File: src/hw/cnn_types_pkg.sv
package cnn_types_pkg;

  //////////////////////////////
  // Pixel payload
  //////////////////////////////

  // One feature-map value, fixed point
  localparam int PIXEL_WIDTH = 16;

  typedef logic [PIXEL_WIDTH-1:0] pixel_t;

  //////////////////////////////
  // Merged stream tagging
  //////////////////////////////

  // Origin of a pixel on the merged stream
  typedef enum logic {
    SRC_BRANCH1 = 1'b0,
    SRC_BRANCH2 = 1'b1
  } src_t;

endpackage

File: src/hw/cnn_geom_pkg.sv
package cnn_geom_pkg;

  //////////////////////////////
  // Feature-map geometry
  //////////////////////////////

  // Pixels in one map of one branch
  // 8x8 spatial slice of one channel
  localparam int MAP_PIXELS_DEFAULT = 64;

  // Line buffers in the branch-1 chain
  // Map must split evenly across them
  localparam int DELAY_STAGES_DEFAULT = 4;

  // Top level may override both per instance

endpackage

File: src/hw/concat_stream_if.sv
interface concat_stream_if;
  import cnn_types_pkg::*;

  // Pixel transferred this cycle
  logic   valid;
  pixel_t data;
  // Which branch the pixel came from
  src_t   src;
  // Branch-1 pixel lost to branch 2 this cycle
  logic   collision;

  // Merge side
  modport producer (
    output valid, data, src, collision
  );

  // Output register side
  modport consumer (
    input valid, data, src, collision
  );

endinterface

File: src/hw/line_buffer.sv
module line_buffer #(
  parameter int DEPTH = 16
) (
  input  logic                  clk,
  input  logic                  reset,
  input  logic                  valid_in,
  input  cnn_types_pkg::pixel_t data_in,
  output logic                  valid_out,
  output cnn_types_pkg::pixel_t data_out
);
  import cnn_types_pkg::*;

  localparam int FILL_W = $clog2(DEPTH + 1);

  // Storage, oldest pixel at the far end
  pixel_t            mem [DEPTH];
  logic [FILL_W-1:0] fill;
  logic              full;

  //////////////////////////////
  // Shift register
  //////////////////////////////

  // Advance only on valid input, idle cycles hold
  always_ff @(posedge clk) begin
    if (valid_in) begin
      mem[0] <= data_in;
      for (int i = 1; i < DEPTH; i++) begin
        mem[i] <= mem[i-1];
      end
    end
  end

  //////////////////////////////
  // Fill tracking
  //////////////////////////////

  // Count valid inputs, stops at DEPTH
  always_ff @(posedge clk) begin
    if (reset) begin
      fill <= '0;
    end else if (valid_in && !full) begin
      fill <= fill + 1'b1;
    end
  end

  assign full = (fill == FILL_W'(DEPTH));

  // Pixel leaving as the new one enters
  assign valid_out = valid_in && full;
  assign data_out  = mem[DEPTH-1];

  // Output only ever moves together with an input
  a_out_needs_in : assert property (
    @(posedge clk) disable iff (reset) !valid_in |-> !valid_out
  );

endmodule

File: src/hw/cnn_concat_delay.sv
module cnn_concat_delay #(
  parameter int MAP_PIXELS   = cnn_geom_pkg::MAP_PIXELS_DEFAULT,
  parameter int DELAY_STAGES = cnn_geom_pkg::DELAY_STAGES_DEFAULT
) (
  input  logic                  clk,
  input  logic                  reset,
  input  logic                  valid_in,
  input  cnn_types_pkg::pixel_t data_in,
  output logic                  valid_out,
  output cnn_types_pkg::pixel_t data_out
);
  import cnn_types_pkg::*;

  // Each stage holds an equal slice of the map
  localparam int DEPTH = MAP_PIXELS / DELAY_STAGES;

  // Stage k input at index k, chain output at the end
  logic   stage_valid [DELAY_STAGES+1];
  pixel_t stage_data  [DELAY_STAGES+1];

  // Uneven split would leave the chain short of one map
  if (MAP_PIXELS % DELAY_STAGES != 0) begin : g_bad_split
    $error("MAP_PIXELS %0d not divisible by DELAY_STAGES %0d",
           MAP_PIXELS, DELAY_STAGES);
  end

  assign stage_valid[0] = valid_in;
  assign stage_data[0]  = data_in;

  //////////////////////////////
  // Line buffer chain
  //////////////////////////////

  // Next stage only shifts when the previous one emits
  for (genvar k = 0; k < DELAY_STAGES; k++) begin : g_stage
    line_buffer #(
      .DEPTH(DEPTH)
    ) line_buffer_inst (
      .clk      (clk),
      .reset    (reset),
      .valid_in (stage_valid[k]),
      .data_in  (stage_data[k]),
      .valid_out(stage_valid[k+1]),
      .data_out (stage_data[k+1])
    );
  end

  assign valid_out = stage_valid[DELAY_STAGES];
  assign data_out  = stage_data[DELAY_STAGES];

endmodule

File: src/hw/cnn_concat_merge.sv
module cnn_concat_merge (
  input  logic                    clk,
  input  logic                    reset,
  // Branch 2, straight from the input
  input  logic                    in_valid_no2,
  input  cnn_types_pkg::pixel_t   in_no2,
  // Branch 1 after one map of delay
  input  logic                    dly_valid,
  input  cnn_types_pkg::pixel_t   dly_data,
  concat_stream_if.producer       stream
);
  import cnn_types_pkg::*;

  logic   both_valid;
  logic   any_valid;
  pixel_t sel_data;
  src_t   sel_src;

  //////////////////////////////
  // Priority select
  //////////////////////////////

  assign both_valid = in_valid_no2 && dly_valid;
  assign any_valid  = in_valid_no2 || dly_valid;

  // Branch 2 wins, branch 1 only fills the gaps
  always_comb begin
    if (in_valid_no2) begin
      sel_data = in_no2;
      sel_src  = SRC_BRANCH2;
    end else begin
      sel_data = dly_data;
      sel_src  = SRC_BRANCH1;
    end
  end

  //////////////////////////////
  // Output register
  //////////////////////////////

  always_ff @(posedge clk) begin
    if (reset) begin
      stream.valid     <= 1'b0;
      stream.collision <= 1'b0;
      stream.src       <= SRC_BRANCH1;
    end else begin
      stream.valid     <= any_valid;
      // Delayed branch-1 pixel dropped here
      stream.collision <= both_valid;
      stream.src       <= sel_src;
    end
  end

  // Payload, held through idle cycles
  always_ff @(posedge clk) begin
    if (any_valid) begin
      stream.data <= sel_data;
    end
  end

  // A collision always carries the winning branch-2 pixel
  a_collision_has_pixel : assert property (
    @(posedge clk) disable iff (reset) stream.collision |-> stream.valid
  );

endmodule

File: src/hw/cnn_concat_out.sv
module cnn_concat_out #(
  parameter int MAP_PIXELS = cnn_geom_pkg::MAP_PIXELS_DEFAULT
) (
  input  logic                  clk,
  input  logic                  reset,
  concat_stream_if.consumer     stream,
  output cnn_types_pkg::pixel_t out,
  output logic                  valid_out,
  output logic                  out_last,
  output cnn_types_pkg::src_t   out_src,
  output logic                  collision
);
  import cnn_types_pkg::*;

  // One concatenated map is both branches back to back
  localparam int CONCAT_PIXELS = 2 * MAP_PIXELS;
  localparam int CNT_W         = $clog2(CONCAT_PIXELS);

  logic [CNT_W-1:0] pixel_cnt;
  logic             at_last;

  assign at_last = (pixel_cnt == CNT_W'(CONCAT_PIXELS - 1));

  //////////////////////////////
  // Map framing
  //////////////////////////////

  always_ff @(posedge clk) begin
    if (reset) begin
      pixel_cnt <= '0;
      valid_out <= 1'b0;
      out_last  <= 1'b0;
      collision <= 1'b0;
      out_src   <= SRC_BRANCH1;
    end else begin
      valid_out <= stream.valid;
      collision <= stream.collision;
      out_src   <= stream.src;
      // Last flag rides with the pixel that completes the map
      out_last  <= stream.valid && at_last;
      if (stream.valid) begin
        pixel_cnt <= at_last ? '0 : pixel_cnt + 1'b1;
      end
    end
  end

  // Data register, no reset
  always_ff @(posedge clk) begin
    if (stream.valid) begin
      out <= stream.data;
    end
  end

  // Framing never marks an empty cycle
  a_last_with_valid : assert property (
    @(posedge clk) disable iff (reset) out_last |-> valid_out
  );

endmodule

File: src/hw/cnn_concat_top.sv
module cnn_concat_top #(
  parameter int MAP_PIXELS   = cnn_geom_pkg::MAP_PIXELS_DEFAULT,
  parameter int DELAY_STAGES = cnn_geom_pkg::DELAY_STAGES_DEFAULT
) (
  input  logic                  clk,
  input  logic                  reset,
  // Branch 1, delayed by one map
  input  logic                  valid_in_no1,
  input  cnn_types_pkg::pixel_t in_no1,
  // Branch 2, passed straight through
  input  logic                  valid_in_no2,
  input  cnn_types_pkg::pixel_t in_no2,
  // Concatenated stream
  output cnn_types_pkg::pixel_t out,
  output logic                  valid_out,
  output logic                  out_last,
  output cnn_types_pkg::src_t   out_src,
  output logic                  collision
);
  import cnn_types_pkg::*;

  logic   dly_valid;
  pixel_t dly_data;

  concat_stream_if stream_if ();

  //////////////////////////////
  // Input side
  //////////////////////////////

  cnn_concat_delay #(
    .MAP_PIXELS  (MAP_PIXELS),
    .DELAY_STAGES(DELAY_STAGES)
  ) delay_inst (
    .clk      (clk),
    .reset    (reset),
    .valid_in (valid_in_no1),
    .data_in  (in_no1),
    .valid_out(dly_valid),
    .data_out (dly_data)
  );

  // Merge, one cycle
  cnn_concat_merge merge_inst (
    .clk         (clk),
    .reset       (reset),
    .in_valid_no2(valid_in_no2),
    .in_no2      (in_no2),
    .dly_valid   (dly_valid),
    .dly_data    (dly_data),
    .stream      (stream_if.producer)
  );

  // Output side, one more cycle
  cnn_concat_out #(
    .MAP_PIXELS(MAP_PIXELS)
  ) out_inst (
    .clk      (clk),
    .reset    (reset),
    .stream   (stream_if.consumer),
    .out      (out),
    .valid_out(valid_out),
    .out_last (out_last),
    .out_src  (out_src),
    .collision(collision)
  );

endmodule

File: config.mk
export PLATFORM = sky130hd
export DESIGN_NAME = cnn_concat_top
export DESIGN_NICKNAME = d
export VERILOG_FILES = /design/src/hw/cnn_types_pkg.sv /design/src/hw/cnn_geom_pkg.sv /design/src/hw/concat_stream_if.sv /design/src/hw/line_buffer.sv /design/src/hw/cnn_concat_delay.sv /design/src/hw/cnn_concat_merge.sv /design/src/hw/cnn_concat_out.sv /design/src/hw/cnn_concat_top.sv
export SDC_FILE = /design/constraint.sdc
export NUM_CORES = 1
export LEC_CHECK = 0
export ABC_CLOCK_PERIOD_IN_PS = 14300
export BUFFER_PORTS_ARGS = -buffer_cell sky130_fd_sc_hd__buf_2
export CAP_MARGIN = 40
export CELL_PAD_IN_SITES_DETAIL_PLACEMENT = 1
export CELL_PAD_IN_SITES_GLOBAL_PLACEMENT = 2
export CORE_MARGIN = 1.5
export CORE_UTILIZATION = 25
export CTS_CLUSTER_SIZE = 30
export DETAILED_ROUTE_END_ITERATION = 16
export PLACE_DENSITY_LB_ADDON = 0.05
export RECOVER_POWER = 25
export SLEW_MARGIN = 0
export SYNTH_ARGS = -nofsm -noshare
export SYNTH_HDL_FRONTEND = slang
export SYNTH_SLANG_ARGS = --single-unit
File: constraint.sdc
create_clock -name clk -period 14.3 [get_ports clk]
set_clock_uncertainty 0.1 [all_clocks]
set_input_delay 2.145 -clock clk [delete_from_list [all_inputs] [get_ports clk]]
set_output_delay 2.145 -clock clk [all_outputs]
set_load 0.02 [all_outputs]
==> results.txt, run 1 <==
The run finished with clean final reports. The tools report the type of origin of the critical path as an input pin. The tightest slew margin relative to the limit was 30.08%; the total number of yosys warnings was 0.

After clock tree synthesis, the clock-pin slew on the worst setup and hold paths is 0.06 ns. In the final timing run, aggregate negative setup slack is 0 ns. The fraction of final layout cells with drive strength greater than 1 was 17.12%; the area of the core was 132100 um^2. By area, the combinational part of the netlist is dominated by simple AND/OR/NAND/NOR gates. The tightest min-delay check is of the reg2reg type.

In the final routed layout, each cell accounts on average for 12.29 um. The aggregate routed wire length was 40380 um; the CTS sink count was 1090. Setup violations remaining at the end of the flow were counted as 0. The first routing iteration left 894 violations.

The count of instances resized after the clock tree is built is 0. The library cell appearing most often on the critical path was buf_4. The logs give 3 for the depth of the CTS H-tree and 120 for the number of CTS-inserted buffers. The logs give 133 for the standard-cell row count and 0 for the post-CTS repair timing setup buffer count. Counting along the longest clock path gives a buffer depth of 3. The synthesized netlist devotes 0.1946% of its cell area to compound gates. The congestion estimate from routability-driven global placement came to 0.6004. Count of antenna diodes in the layout: 0. The overall die area was 135900 um^2.

In the detailed route, the total length drawn on met2 is 17170 um. Once detail routing completed, the nets flagged for antenna violations numbered 0. Detailed routing placed a total of 2314 um of wire on met3. The final count of hold timing violations came out at 0.

For the overall overflow remaining after global route, the log shows 0. Most common cell after layout, fill and taps aside: edfxtp_1. The final critical delay including setup and external delays was 5.053 ns.

For this run, the post-layout net count is 1471. During placement, the flow inserted port buffers numbering 55. Synthesis instantiated 30 different standard cells from the library. The via count normalized by instance count was 3.625; the maximum vdd drop was 0.00009014 V. TritonCTS built the clock tree. The average size of a mapped cell is 26.98 um^2, and the starting utilization of the core area is 25.30%.

The final critical path takes up 35.34% of the cycle. The peak clock frequency supported by timing is 197.9 MHz. Of the post-synthesis cell area, the part taken by muxes is 0.6587%. The tools report the residual DRC count as 0.

The critical path is of the in2reg type. The fraction of the mapped netlist area in simple logic gates is 1.261%, and the instance count of the mapped netlist is 1239. STA classifies the critical path endpoint as a flip-flop. Data on the critical path is required at its endpoint by 14.55 ns.

After Yosys synthesis, XOR and XNOR cells account for 0.4453% of the synthesized area. For the worst setup path, the data arrival time is 5.31 ns. The buffer and inverter count on the worst path was 6.

The logs give 9.247 ns for the worst-case setup margin in the final layout and 13054 for the filler cell count. The floorplan step set the die height to 368.7 um. Detailed placer's ending HPWL: 16470 um.

The tool flagged a number of max-cap violations equal to 0. Setup repair after global routing left no endpoint under its margin. The area growth from synthesis to layout is 19.49%.

The sequential cell area is 32390 um^2, and the slew at the pin closest to its max-slew limit is 1.049 ns. OpenSTA, run right after detailed placement, puts the worst setup slack at 8.117 ns. Among all stages on the critical path, the largest delay is contributed by and2_4.

The critical path goes through buf_8 -> and2_4 -> buf_4 -> buf_4 -> buf_16 -> buf_4 -> buf_16. Summing every instance area after synthesis gives 33430 um^2. Entering global routing, the biggest net connects 187 pins.

In the global route stage, overall resource usage came out at 6.129%. In this run the power density over the cells is 163.0 nW/um^2. The largest stage delay on the critical path works out to 0.80 ns. For this design, the CTS-stage hold fixing added 0 buffers. From left edge to right edge, the die measures 368.7 um. For this run, the register share of the synthesized area comes to 96.88%. The tools report the number of slew-limit violations in the final report as 0. Across all layers, the routed design uses 11907 vias.

Gate family responsible for the most delay along the worst path: buffers and inverters. When the netlist entered floorplanning its net count stood at 1284. The synthesized netlist devotes 0.3368% of its cell area to adder and majority cells. The synthesized design contains 1090 register bits. The via count of the first global-routing pass came out at 12512. Leaving out fill and tap cells, the most frequent cells in the layout are 1056 x edfxtp_1, 120 x clkbuf_16, 54 x buf_2. The analysis attributes to cell leakage a power of 0.01258 uW. For this design the top-level I/O count stands at 56. The combined area of the multi-input logic cells is 975.9 um^2. The maximum fanout along the worst path was 75. The initial antenna violation count is 0. The tools report the met1 wire length as 18850 um.

The root buffer selected by CTS was clkbuf_16. The first TritonRoute pass finished after 4 iterations. First-pass GRT wire length: 68520 um. After detailed routing, no signal wire sits above met4. The latest clock arrival within the worst-skew pair is 0.70 ns.
## final cells by class
type,instances,share of cell area [%]
inverter,11,0.1221
timing repair buffer,73,1.434
multi-input combinational,130,2.443
tap,1755,5.496
clock buffer,147,7.845
clock inverter,79,1.582
sequential,1090,81.08
## metrics by stage
step | area [um^2] | util [%] | std cells | total power, uW | hold slack (ns)
after global routing | 39950 | 30.24 | 3285 | 6794 | 0.3135
after global placement | 35990 | 27.24 | 3052 | 3635 | 0.3005
after detailed placement | 36160 | 27.37 | 3058 | 3639 | 0.3052
after floorplan | 33430 | - | 1239 | 3606 | 0.3003
after CTS | 39920 | 30.22 | 3284 | 6688 | 0.3056
final | 39950 | 30.24 | 3285 | 6511 | 0.2992
## final timing paths
kind	start	end	slack, ns	depth (start not counted)
setup reg to reg	delay_inst.g_stage[0].line_buffer_inst.fill[0]	delay_inst.g_stage[1].line_buffer_inst.mem[0][63]	10.21	9
setup / recovery	valid_in_no1	delay_inst.g_stage[1].line_buffer_inst.mem[0][63]	9.25	7
hold / removal	delay_inst.g_stage[1].line_buffer_inst.mem[0][37]	delay_inst.g_stage[1].line_buffer_inst.mem[0][53]	0.30	0
hold reg to reg	delay_inst.g_stage[1].line_buffer_inst.mem[0][37]	delay_inst.g_stage[1].line_buffer_inst.mem[0][53]	0.30	0
## state kept, by name (all words and copies together) (netlist names)
register	flops
merge_inst.stream.valid	1
delay_inst.g_stage.line_buffer_inst.fill	20
merge_inst.stream.collision	1
out_inst.valid_out	1
out_inst.out_last	1
delay_inst.g_stage.line_buffer_inst.mem	1024
out_inst.collision	1
out_inst.out_src	1
out_inst.out	16
out_inst.pixel_cnt	7
merge_inst.stream.src	1
merge_inst.stream.data	16
## power by group
group          total, uW  switching [uW]  internal (uW)
combinational       37.7            26.0           11.7
clock               2940            1230           1710
sequential          3530            12.4           3520
total               6510            1270           5240
## per-layer routing
metal / up-vias / global-route usage [%]
li1: 5373 / -
met1: 6194 / 8.304
met2: 201 / 8.249
met3: 139 / 2.420
met4: 0 / 3.490
met5: - / 0
## Yosys cell counts
library cell / instances / area, um^2
o21ai_0: 5 / 25.02
edfxtp_1: 1056 / 31710
nand4_4: 1 / 21.27
nor4bb_1: 1 / 10.01
dfxtp_1: 34 / 680.7
and4bb_4: 1 / 16.27
nand4bb_1: 1 / 11.26
and3_1: 4 / 25.02
and2_1: 3 / 18.77
xnor2_1: 6 / 52.55
clkbuf_1: 6 / 22.52
xor2_1: 11 / 96.34
mux2i_1: 4 / 40.04
nand2b_1: 2 / 12.51
or3_1: 2 / 12.51
a21oi_1: 5 / 25.02
ha_1: 9 / 112.6
nor2b_1: 5 / 31.28
nand3b_1: 1 / 7.510
inv_1: 11 / 41.29
nand4b_1: 1 / 8.760
nand2_1: 5 / 18.77
and4bb_2: 2 / 25.02
a21o_1: 2 / 15.01
buf_2: 2 / 10.01
nor2_1: 25 / 93.84
mux2_2: 16 / 180.2
or4_1: 2 / 15.01
nand3_1: 5 / 25.02
nand4_1: 11 / 68.82
## logic make-up (layout without fill, tap and decap cells)
kind of cell / count (synthesis) / after routing
compound gates: 12 / 12
xor+xnor: 17 / 17
fa+ha+maj: 9 / 9
buf+inv: 19 / 310
flops: 1090 / 1090
mux: 20 / 20
simple gates: 72 / 72
No activity file was read; power rests on OpenSTA's default activity.
==> inputs of run 2 (changes only) <==
--- a/config.mk
+++ b/config.mk
@@ -5,7 +5,7 @@
 export SDC_FILE = /design/constraint.sdc
 export NUM_CORES = 1
 export LEC_CHECK = 0
-export ABC_CLOCK_PERIOD_IN_PS = 14300
+export ABC_CLOCK_PERIOD_IN_PS = 4480
 export BUFFER_PORTS_ARGS = -buffer_cell sky130_fd_sc_hd__buf_2
 export CAP_MARGIN = 40
 export CELL_PAD_IN_SITES_DETAIL_PLACEMENT = 1
==> constraint.sdc (replaced) <==
create_clock -name clk -period 4.48 [get_ports clk]
set_clock_uncertainty 0.1 [all_clocks]
set_input_delay 0.672 -clock clk [delete_from_list [all_inputs] [get_ports clk]]
set_output_delay 0.672 -clock clk [all_outputs]
set_load 0.02 [all_outputs]
==> run 2 against run 1 <==
- first-iteration DRC count up 11%
- power increased to 3.2 times the previous value
- sequential share of layout area is 0.15 points lower
- non-clock buffer count increased by 17
- highest routed layer unchanged
- final cell count grew 0.37%
- clock-buffer cell count is 9 higher
- register-to-register slack got worse by 8.6 ns
- via count is 0.24% higher
- flip-flop and latch count is the same
- largest power group unchanged
- critical path depth down 1
==> results.txt, run 2 (synthesis results as in run 1) <==
The library cell used most frequently in the layout, excluding fill and tap cells, is edfxtp_1. The final count of hold timing violations is 0 (unchanged), and the overall die area is 135900 um^2 (unchanged). The detailed placer's ending HPWL was 16680 um (+1.3%). The vertical die dimension is 368.7 um (unchanged), and the post-CTS repair timing setup buffer count is 0 (unchanged).

The number of CTS-inserted buffers came out at 121 (+0.83%). The worst setup slack before clock tree synthesis is 1.536 ns (-6.581 ns). The number of cells on the critical path was 6 (-1). The run gives 0 (unchanged) as the max capacitance violation total. The tightest slew margin relative to the limit was 28.76% (-1.3 points). The portion of the clock cycle consumed by the worst path in the final layout is 63.38%.

The worst-case setup margin in the final layout came out at 1.641 ns (-7.606 ns). In the layout the commonest cells are 1056 x edfxtp_1, 123 x clkbuf_16, 54 x buf_2. The tools report the weighted congestion reported at the end of routability-driven placement as 0.6092 (+1.5%). The proportion of total power due to net switching is 19.22% (-0.26 points), and the tightest hold margin is 0.1828 ns (-0.1163 ns).

The final critical delay including setup and external delays is 2.840 ns. First-pass detailed-route iteration total: 4 (unchanged). The worst hold path belongs to the class in2reg. The initial antenna violation count is 0 (unchanged).

The ratio of total power to cell area came out at 517.5 nW/um^2 (+220%). The clock transition at the registers of the reported paths came out at 0.06 ns (about the same). The run gives 44.9% (-0.3 points) as the clock power share. The tools report the area of the core as 132100 um^2 (unchanged).

The number of port buffers works out to 55 (unchanged). The starting utilization of the core area is 25.30% (unchanged), and the required time of the critical path is 4.70 ns (-9.85 ns). The count of endpoints failing setup in the final report is 0 (unchanged), and the number of primary I/O pins is 56 (unchanged). The number of nets in the finished design was 1489 (+1.2%); the post-layout utilization of the core was 30.30% (+0.062 points). The via count normalized by instance count came out at 3.620 (-0.13%). The tools report the overall global routing resource usage as 6.283% (+0.15 points).

The design internal power was 16740 uW (+220%); the first-pass GRT wire length was 69830 um (+1.9%). The static leakage is 0.01259 uW (about the same), and the fraction of final layout cells with drive strength greater than 1 is 16.99% (-0.13 points). The run gives 3060 (+0.065%) as the cell count after placement. Clock tree synthesis selected as its root buffer the cell clkbuf_16. For the number of buffers between clock root and the deepest sink, the log shows 3 (unchanged). STA classifies the critical path endpoint as a flip-flop. Timing would allow up to 352.2 MHz.

The aggregate routed wire length was 41240 um (+2.1%); the proportion of power drawn by combinational gates was 0.6% (about the same). The cell type of the slowest stage on the worst timing path is clkinvlp_4. The sequential share of power was 54.4% (about the same); the pin count of the biggest net entering global routing was 190 (+1.6%).

The tools report the overall overflow remaining after global route as 0 (unchanged). The cell depth of the worst flop-to-flop path was 6 (-3). The critical path arrival is 3.06 ns (-2.25 ns). The signal on the critical path passes through inv_2 -> ha_2 -> and4bb_2 -> nand4_4 -> clkinvlp_4 -> buf_12. The slew at the pin closest to its max-slew limit was 1.069 ns (+0.01978 ns); the via count of the first global-routing pass was 12640 (+1.0%). The net switching power figure is 3982 uW (+210%), and the maximum fanout along the worst path is 90 (+20%). The number of violations reported at the end of detailed-routing iteration 0 is 994 (+11%), and the number of slew-limit violations in the final report is 0 (unchanged). The run gives 3 (unchanged) as the depth of the CTS H-tree. The per-cell routed wire length was 12.51 um (+1.7%); the number of flip-flops under the largest register name was 1024 (unchanged).

The routed via count is 11935 (+0.24%). In the final layout, the registers with the most flip-flops are delay_inst.g_stage.line_buffer_inst.mem (1024), delay_inst.g_stage.line_buffer_inst.fill (20). STA classifies the critical path startpoint as a flip-flop. The top register by number of flip-flops was delay_inst.g_stage.line_buffer_inst.mem. The number of nets with antenna violations after routing is 0 (unchanged). The number of instances on the worst hold path is 2 (+2). The run finished with clean final reports. The logs give 3297 (+0.37%) for the final non-filler cell total and 0.70 ns (about the same) for the latest clock arrival within the worst-skew pair. Width of the die: 368.7 um (unchanged). From synthesis to final layout, the design area changed by 19.74%. The worst setup path is of the reg2reg kind. The filler cell count is 13028 (-0.20%).

TritonCTS built the clock tree. The standard-cell row count was 133 (unchanged); the residual DRC count was 0 (unchanged). The run gives 1090 (unchanged) as the CTS sink count. The largest stage delay on the critical path came out at 0.57 ns (-0.23 ns). The buffer and inverter count on the worst path is 3 (-3), and the count of antenna diodes in the layout is 0 (unchanged). Setup repair after global routing left no endpoint under its margin.

The maximum vdd drop was 0.0002800 V (+210%). On the critical path the largest part of the delay comes from buffers and inverters.
run 2: cell count changes in the layout (fill, tap and decap cells not counted), moves of 3 or more:
cell / delta
buf_16: -6
clkbuf_16: +3
dfxtp_2: +6
clkinv_2: -8
clkbuf_1: +8
dfxtp_1: -6
dlygate4sd3_1: +16
buf_12: +6
inv_2: +4
inv_1: -4
ha_1: -3
run 2: what timing repair did:
| action | in CTS | in global routing |
|---|---|---|
| setup endpoints to repair | 0 | 0 |
| resized for setup | 0 | 0 |
| hold buffers | 16 | 0 |
| endpoints found under the hold margin | 16 | 0 |
run 2: path summary, 6_finish.rpt:
path	to	slack [ns]	from
worst max register to register	delay_inst.g_stage[3].line_buffer_inst.mem[0][9]	1.64	delay_inst.g_stage[0].line_buffer_inst.fill[0]
worst min register to register	delay_inst.g_stage[0].line_buffer_inst.mem[13][1]	0.30	delay_inst.g_stage[0].line_buffer_inst.mem[12][1]
worst min-delay path	merge_inst.stream.data[12]	0.18	in_no2[12]
worst max-delay path	delay_inst.g_stage[3].line_buffer_inst.mem[0][9]	1.64	delay_inst.g_stage[0].line_buffer_inst.fill[0]
run 2: final cells by class:
class                   count  area [um^2]  share of cell area (%)
multi-input cells         130        994.7                   2.485
flip-flops and latches   1090        32400                   80.93
well taps                1755         2196                   5.485
clock buffers             156         3212                   8.023
clock inverters            65        491.7                   1.228
repair buffers             90        695.7                   1.738
inverters                  11        45.04                  0.1125
run 2: per-layer routing:
layer,track usage (%),wire length (um),vias up
li1,-,-,5401
met1,8.281,19080,6193
met2,8.762,17740,201
met3,2.415,2367,140
met4,3.617,2053,0
met5,0,0,-
run 2: power groups by stage:
stage	combinational [uW]	clock, uW	sequential (uW)
CTS	133	9860	11300
floorplan	29.3	0	11500
finish	128	9310	11300
global placement	114	0	11500
detailed placement	123	0	11500
global route	143	10200	11300
run 2: through the flow:
step	TNS [ns]	power [uW]	area, um^2
3_3_place_gp	0	11600	36140
5_1_grt	0	21630	40030
3_5_place_dp	0	11610	36170
6_report	0	20720	40030
4_1_cts	0	21270	40030
2_1_floorplan	-210.11	11510	33470
==> inputs of run 3 (changes only) <==
--- a/config.mk
+++ b/config.mk
@@ -5,7 +5,8 @@
 export SDC_FILE = /design/constraint.sdc
 export NUM_CORES = 1
 export LEC_CHECK = 0
-export ABC_CLOCK_PERIOD_IN_PS = 4480
+export ABC_AREA = 1
+export ABC_CLOCK_PERIOD_IN_PS = 2400
 export BUFFER_PORTS_ARGS = -buffer_cell sky130_fd_sc_hd__buf_2
 export CAP_MARGIN = 40
 export CELL_PAD_IN_SITES_DETAIL_PLACEMENT = 1
==> constraint.sdc (replaced) <==
create_clock -name clk -period 2.4 [get_ports clk]
set_clock_uncertainty 0.1 [all_clocks]
set_input_delay 0.36 -clock clk [delete_from_list [all_inputs] [get_ports clk]]
set_output_delay 0.36 -clock clk [all_outputs]
set_load 0.02 [all_outputs]
==> run 3 against run 2 <==
- synthesized cell count increased by 7.2%
- via count grew 5.0%
- die area grew 0.34%
- critical endpoint is now delay_inst.g_stage[3].line_buffer_inst.mem[0][34]
==> results.txt, run 3 <==
The slack of the worst reg-to-reg path is 0.22 ns (-1.42 ns). By area the synthesized netlist is led by edfxtp_1 95%, dfxtp_1 2.0%, nand2_1 1.0%. The final count of hold timing violations was 0 (unchanged).

The post-layout utilization of the core was 30.72% (+0.42 points); the latest clock arrival within the worst-skew pair was 0.70 ns (about the same). The compound-cell area share of the yosys netlist was 0.4177% (+0.22 points). After synthesis, the largest family of logic cells by area is simple AND/OR/NAND/NOR gates.

The number of primary I/O pins came out at 56 (unchanged). The most common flop cell mapped by yosys was edfxtp_1. The initial antenna violation count is 0 (unchanged), and the worst setup slack before clock tree synthesis is 0.1588 ns (-1.377 ns). The post-synthesis sequential area ratio came out at 96.55% (-0.33 points). The run gives 0 (unchanged) as the number of nets with antenna violations after routing. The worst register-to-register path ends at delay_inst.g_stage[3].line_buffer_inst.mem[0][34]. The critical path arrival came out at 2.47 ns (-0.59 ns). The width of the die works out to 369.3 um (+0.17%). The tools report the destination of the worst hold path as merge_inst.stream.data[15]. In the layout the commonest cells are 1056 x edfxtp_1, 138 x clkbuf_16, 90 x nand2_1.

The number of flip-flops under the largest register name was 1024 (unchanged). The clock power share was 45.9% (+1.0 points). The post-detailed-placement cell area is 36680 um^2 (+1.4%), and the total number of yosys warnings is 0 (unchanged). The logs give 0.7% (about the same) for the proportion of power drawn by combinational gates and 134 (+0.75%) for the standard-cell row count. The largest registers in the layout are delay_inst.g_stage.line_buffer_inst.mem (1024), delay_inst.g_stage.line_buffer_inst.fill (20).

The fraction of final layout cells with drive strength greater than 1 is 16.91% (-0.077 points). The clock transition at the registers of the reported paths is 0.05 ns (about the same). The number of port buffers is 55 (unchanged), and the number of violations reported at the end of detailed-routing iteration 0 is 900 (-9.5%). The critical path class is reg2reg. The overall global routing resource usage was 6.800% (+0.52 points). The number of flops mapped to enable cells by yosys was 1056 (unchanged); the via count of the first global-routing pass was 13414 (+6.1%). Setup repair after global routing left no endpoint under its margin. The number of synthesized register bits is 1090 (unchanged), and the area of the core is 133300 um^2 (+0.88%). For the detailed placer's ending HPWL, the log shows 20380 um (+22%). For the number of buffers between clock root and the deepest sink, the log shows 3 (unchanged). The most common cell after layout, fill and taps aside was edfxtp_1. The tools report the depth of the CTS H-tree as 4 (+1). The slowest stage of the critical path belongs to the cell dfxtp_2. The run gives 1637 (+9.9%) as the number of nets in the finished design. The arithmetic-cell share of the synthesized area counting full adders, half adders and majority gates is 0.3357% (-0.0011 points). The number of slew-limit violations in the final report was 0 (unchanged); the per-cell routed wire length was 12.69 um (+1.5%). The slew at the pin closest to its max-slew limit is 1.259 ns (+0.1902 ns). Walking the worst path, the cells encountered are inv_2 -> ha_2 -> nand2_1 -> inv_1 -> nand3_2 -> nor2_4 -> nand2_4 -> clkinvlp_4 -> buf_12 -> buf_12.

The tools report the post-synthesis net count as 1373 (+6.9%). The static leakage was 0.01317 uW (+4.6%). The proportion of total power due to net switching came out at 19.15% (-0.070 points). The cell depth of the worst flop-to-flop path came out at 10 (+4). The flow ran to the end, and the final reports show no timing, DRC or antenna violations. The sequential share of power came out at 53.4% (-1.0 points). STA classifies the critical path endpoint as a flip-flop. The library cell appearing most often on the critical path is buf_12. The startpoint identified for the worst hold timing path is valid_in_no2. The peak clock frequency supported by timing was 459.2 MHz (+30%); the buffer and inverter count on the worst path was 5 (+2). The tools report the maximum vdd drop as 0.0006197 V (+120%). By count the netlist is led by 1056 x edfxtp_1, 92 x nand2_1, 36 x inv_1.

The mapped cell area is 33550 um^2 (+0.34%), and the vertical die dimension is 369.3 um (+0.17%). The run gives 0 (unchanged) as the overall overflow remaining after global route. The tools report the CTS sink count as 1090 (unchanged).

The average size of a mapped cell was 25.26 um^2 (-6.4%); the first-pass detailed-route iteration total was 4 (unchanged). The starting utilization of the core area was 25.17% (-0.14 points); the overall die area was 136400 um^2 (+0.34%). The number of instances on the worst hold path came out at 3 (+1).

TritonCTS built the clock tree. The cell area after layout is 40950 um^2 (+2.3%). The gate family responsible for the most delay along the worst path was buffers and inverters. The pin count of the biggest net entering global routing is 193 (+1.6%), and the first-pass GRT wire length is 74460 um (+6.6%). The fraction of the mapped netlist area in simple logic gates works out to 1.980% (+0.72 points).

Of all cell types, the one taking the most synthesized area is edfxtp_1. The multiplexer share of the synthesized area was 0% (-0.66 points). STA classifies the critical path startpoint as a flip-flop. The area share of xor/xnor cells in the synthesized design was 0.1305% (-0.31 points).

The count of endpoints failing setup in the final report was 0 (unchanged). Largest stage delay on the critical path: 0.32 ns (-0.25 ns). The cell sitting at the root of the clock tree is a clkbuf_16. The most instantiated library cell after synthesis is edfxtp_1. The area growth from synthesis to layout is 22.06%. For the instance count of the mapped netlist, the log shows 1328 (+7.2%). The worst-case setup margin in the final layout is 0.2221 ns (-1.418 ns), and the area fraction of the dominant cell type after synthesis is 94.52% (-0.32 points).

The aggregate routed wire length is 43820 um (+6.3%), and the ratio of total power to cell area is 962.9 nW/um^2 (+86%). Count of antenna diodes in the layout: 0 (unchanged). The run gives 2.69 ns (-2.01 ns) as the required time of the critical path. delay_inst.g_stage.line_buffer_inst.mem holds more flip-flops than any other register.

The class of the tightest hold or removal check was in2reg. For the max capacitance violation total, the log shows 0 (unchanged). The tools report the post-layout total power as 39430 uW (+90%). The maximum fanout along the worst path came out at 35 (-61%).

The portion of the clock cycle consumed by the worst path in the final layout came out at 90.75% (+27 points). The share of async-settable or async-resettable flops after synthesis is 0% (unchanged). Weighted congestion reported at the end of routability-driven placement: 0.6187 (+1.6%).

The tools report the reg-to-reg startpoint as delay_inst.g_stage[0].line_buffer_inst.fill[0]. The via count normalized by instance count is 3.628 (+0.23%). The residual DRC count is 0 (unchanged), and the final critical delay including setup and external delays is 2.178 ns (-0.6616 ns).

The tightest slew margin relative to the limit was 16.08% (-13 points). The number of distinct standard cells referenced by the synthesized netlist was 25 (-17%); the routed via count was 12528 (+5.0%). The run gives 31880 uW (+90%) as the design internal power. The number of CTS-inserted buffers was 131 (+8.3%); the net switching power figure was 7550 uW (+90%).
==> run 3: cell count changes after synthesis, sizes merged, moves of 8 or more <==
cell / change
a21oi: +10
inv: +25
mux2: -16
nand2: +88
nand3: +9
xor2: -8
==> run 3: final cells by class <==
| type | instances | area (um^2) |
|---|---|---|
| Fill cell | 13153 | 92340 |
| Sequential cell | 1090 | 32400 |
| Clock buffer | 175 | 3612 |
| Tap cell | 1768 | 2212 |
| Timing Repair Buffer | 140 | 1284 |
| Multi-Input combinational cell | 193 | 989.7 |
| Clock inverter | 51 | 311.5 |
| Inverter | 36 | 142.6 |
==> run 3: worst max-delay path by stage <==
stage / from / to / slack (ns) / cells after the start
6_report: delay_inst.g_stage[0].line_buffer_inst.fill[0] / delay_inst.g_stage[3].line_buffer_inst.mem[0][34] / 0.22 / 10
5_1_grt: delay_inst.g_stage[0].line_buffer_inst.fill[0] / delay_inst.g_stage[3].line_buffer_inst.mem[0][2] / 0.05 / 10
4_1_cts: delay_inst.g_stage[0].line_buffer_inst.fill[0] / delay_inst.g_stage[3].line_buffer_inst.mem[0][114] / 0.15 / 10
3_5_place_dp: delay_inst.g_stage[0].line_buffer_inst.fill[0] / delay_inst.g_stage[2].line_buffer_inst.mem[1][52] / 0.16 / 8
3_3_place_gp: delay_inst.g_stage[0].line_buffer_inst.fill[0] / delay_inst.g_stage[3].line_buffer_inst.mem[0][2] / 0.17 / 10
2_1_floorplan: delay_inst.g_stage[0].line_buffer_inst.fill[0] / delay_inst.g_stage[1].line_buffer_inst.fill[2] / -2.86 / 10
==> run 3: timing repair <==
item / 4_1_cts / 5_1_grt
resized for setup: 0 / 0
hold buffers: 34 / 0
hold endpoints to repair: 48 / 0
endpoints found under the setup margin: 0 / 0
setup buffers: 0 / 0
==> run 3: layer usage <==
layer  GRT usage, %  share of wire [%]
met1          8.973                 47
met2          9.500                 44
met3          2.495                5.4
met4          4.028                4.2
met5              0                  0
==> run 3: cells by family after synthesis <==
group                      count (synthesis)
xor gates and xnor gates                   5
and+or+nand+nor                          152
adders and majority gates                  9
DFF                                     1090
buffers and inverters                     45
AOI/OAI and AO/OA                         27
==> run 3: power groups by stage <==
stage | combinational [uW] | clock, uW | sequential [uW]
2_1_floorplan | 54.2 | 0 | 21400
3_3_place_gp | 238 | 0 | 21400
3_5_place_dp | 245 | 0 | 21500
4_1_cts | 289 | 19100 | 21100
5_1_grt | 311 | 19700 | 21100
6_report | 275 | 18100 | 21100
==> run 3: per-stage QoR <==
step | hold slack (ns) | cells | setup TNS [ns]
after floorplan | 0.2883 | 1328 | -1403.70
final | 0.09110 | 3453 | 0
after global routing | 0.06146 | 3453 | 0
after global placement | 0.3003 | 3193 | 0
after CTS | 0.02423 | 3453 | 0
after detailed placement | 0.3023 | 3193 | 0
==> run 3: worst reg2reg max path: stages (launching register included) <==
cell and delay, ns:
dfxtp_2 0.32, inv_2 0.07, ha_2 0.16, nand2_1 0.05, inv_1 0.08, nand3_2 0.12
nor2_4 0.25, nand2_4 0.09, clkinvlp_4 0.12, buf_12 0.22, buf_12 0.28
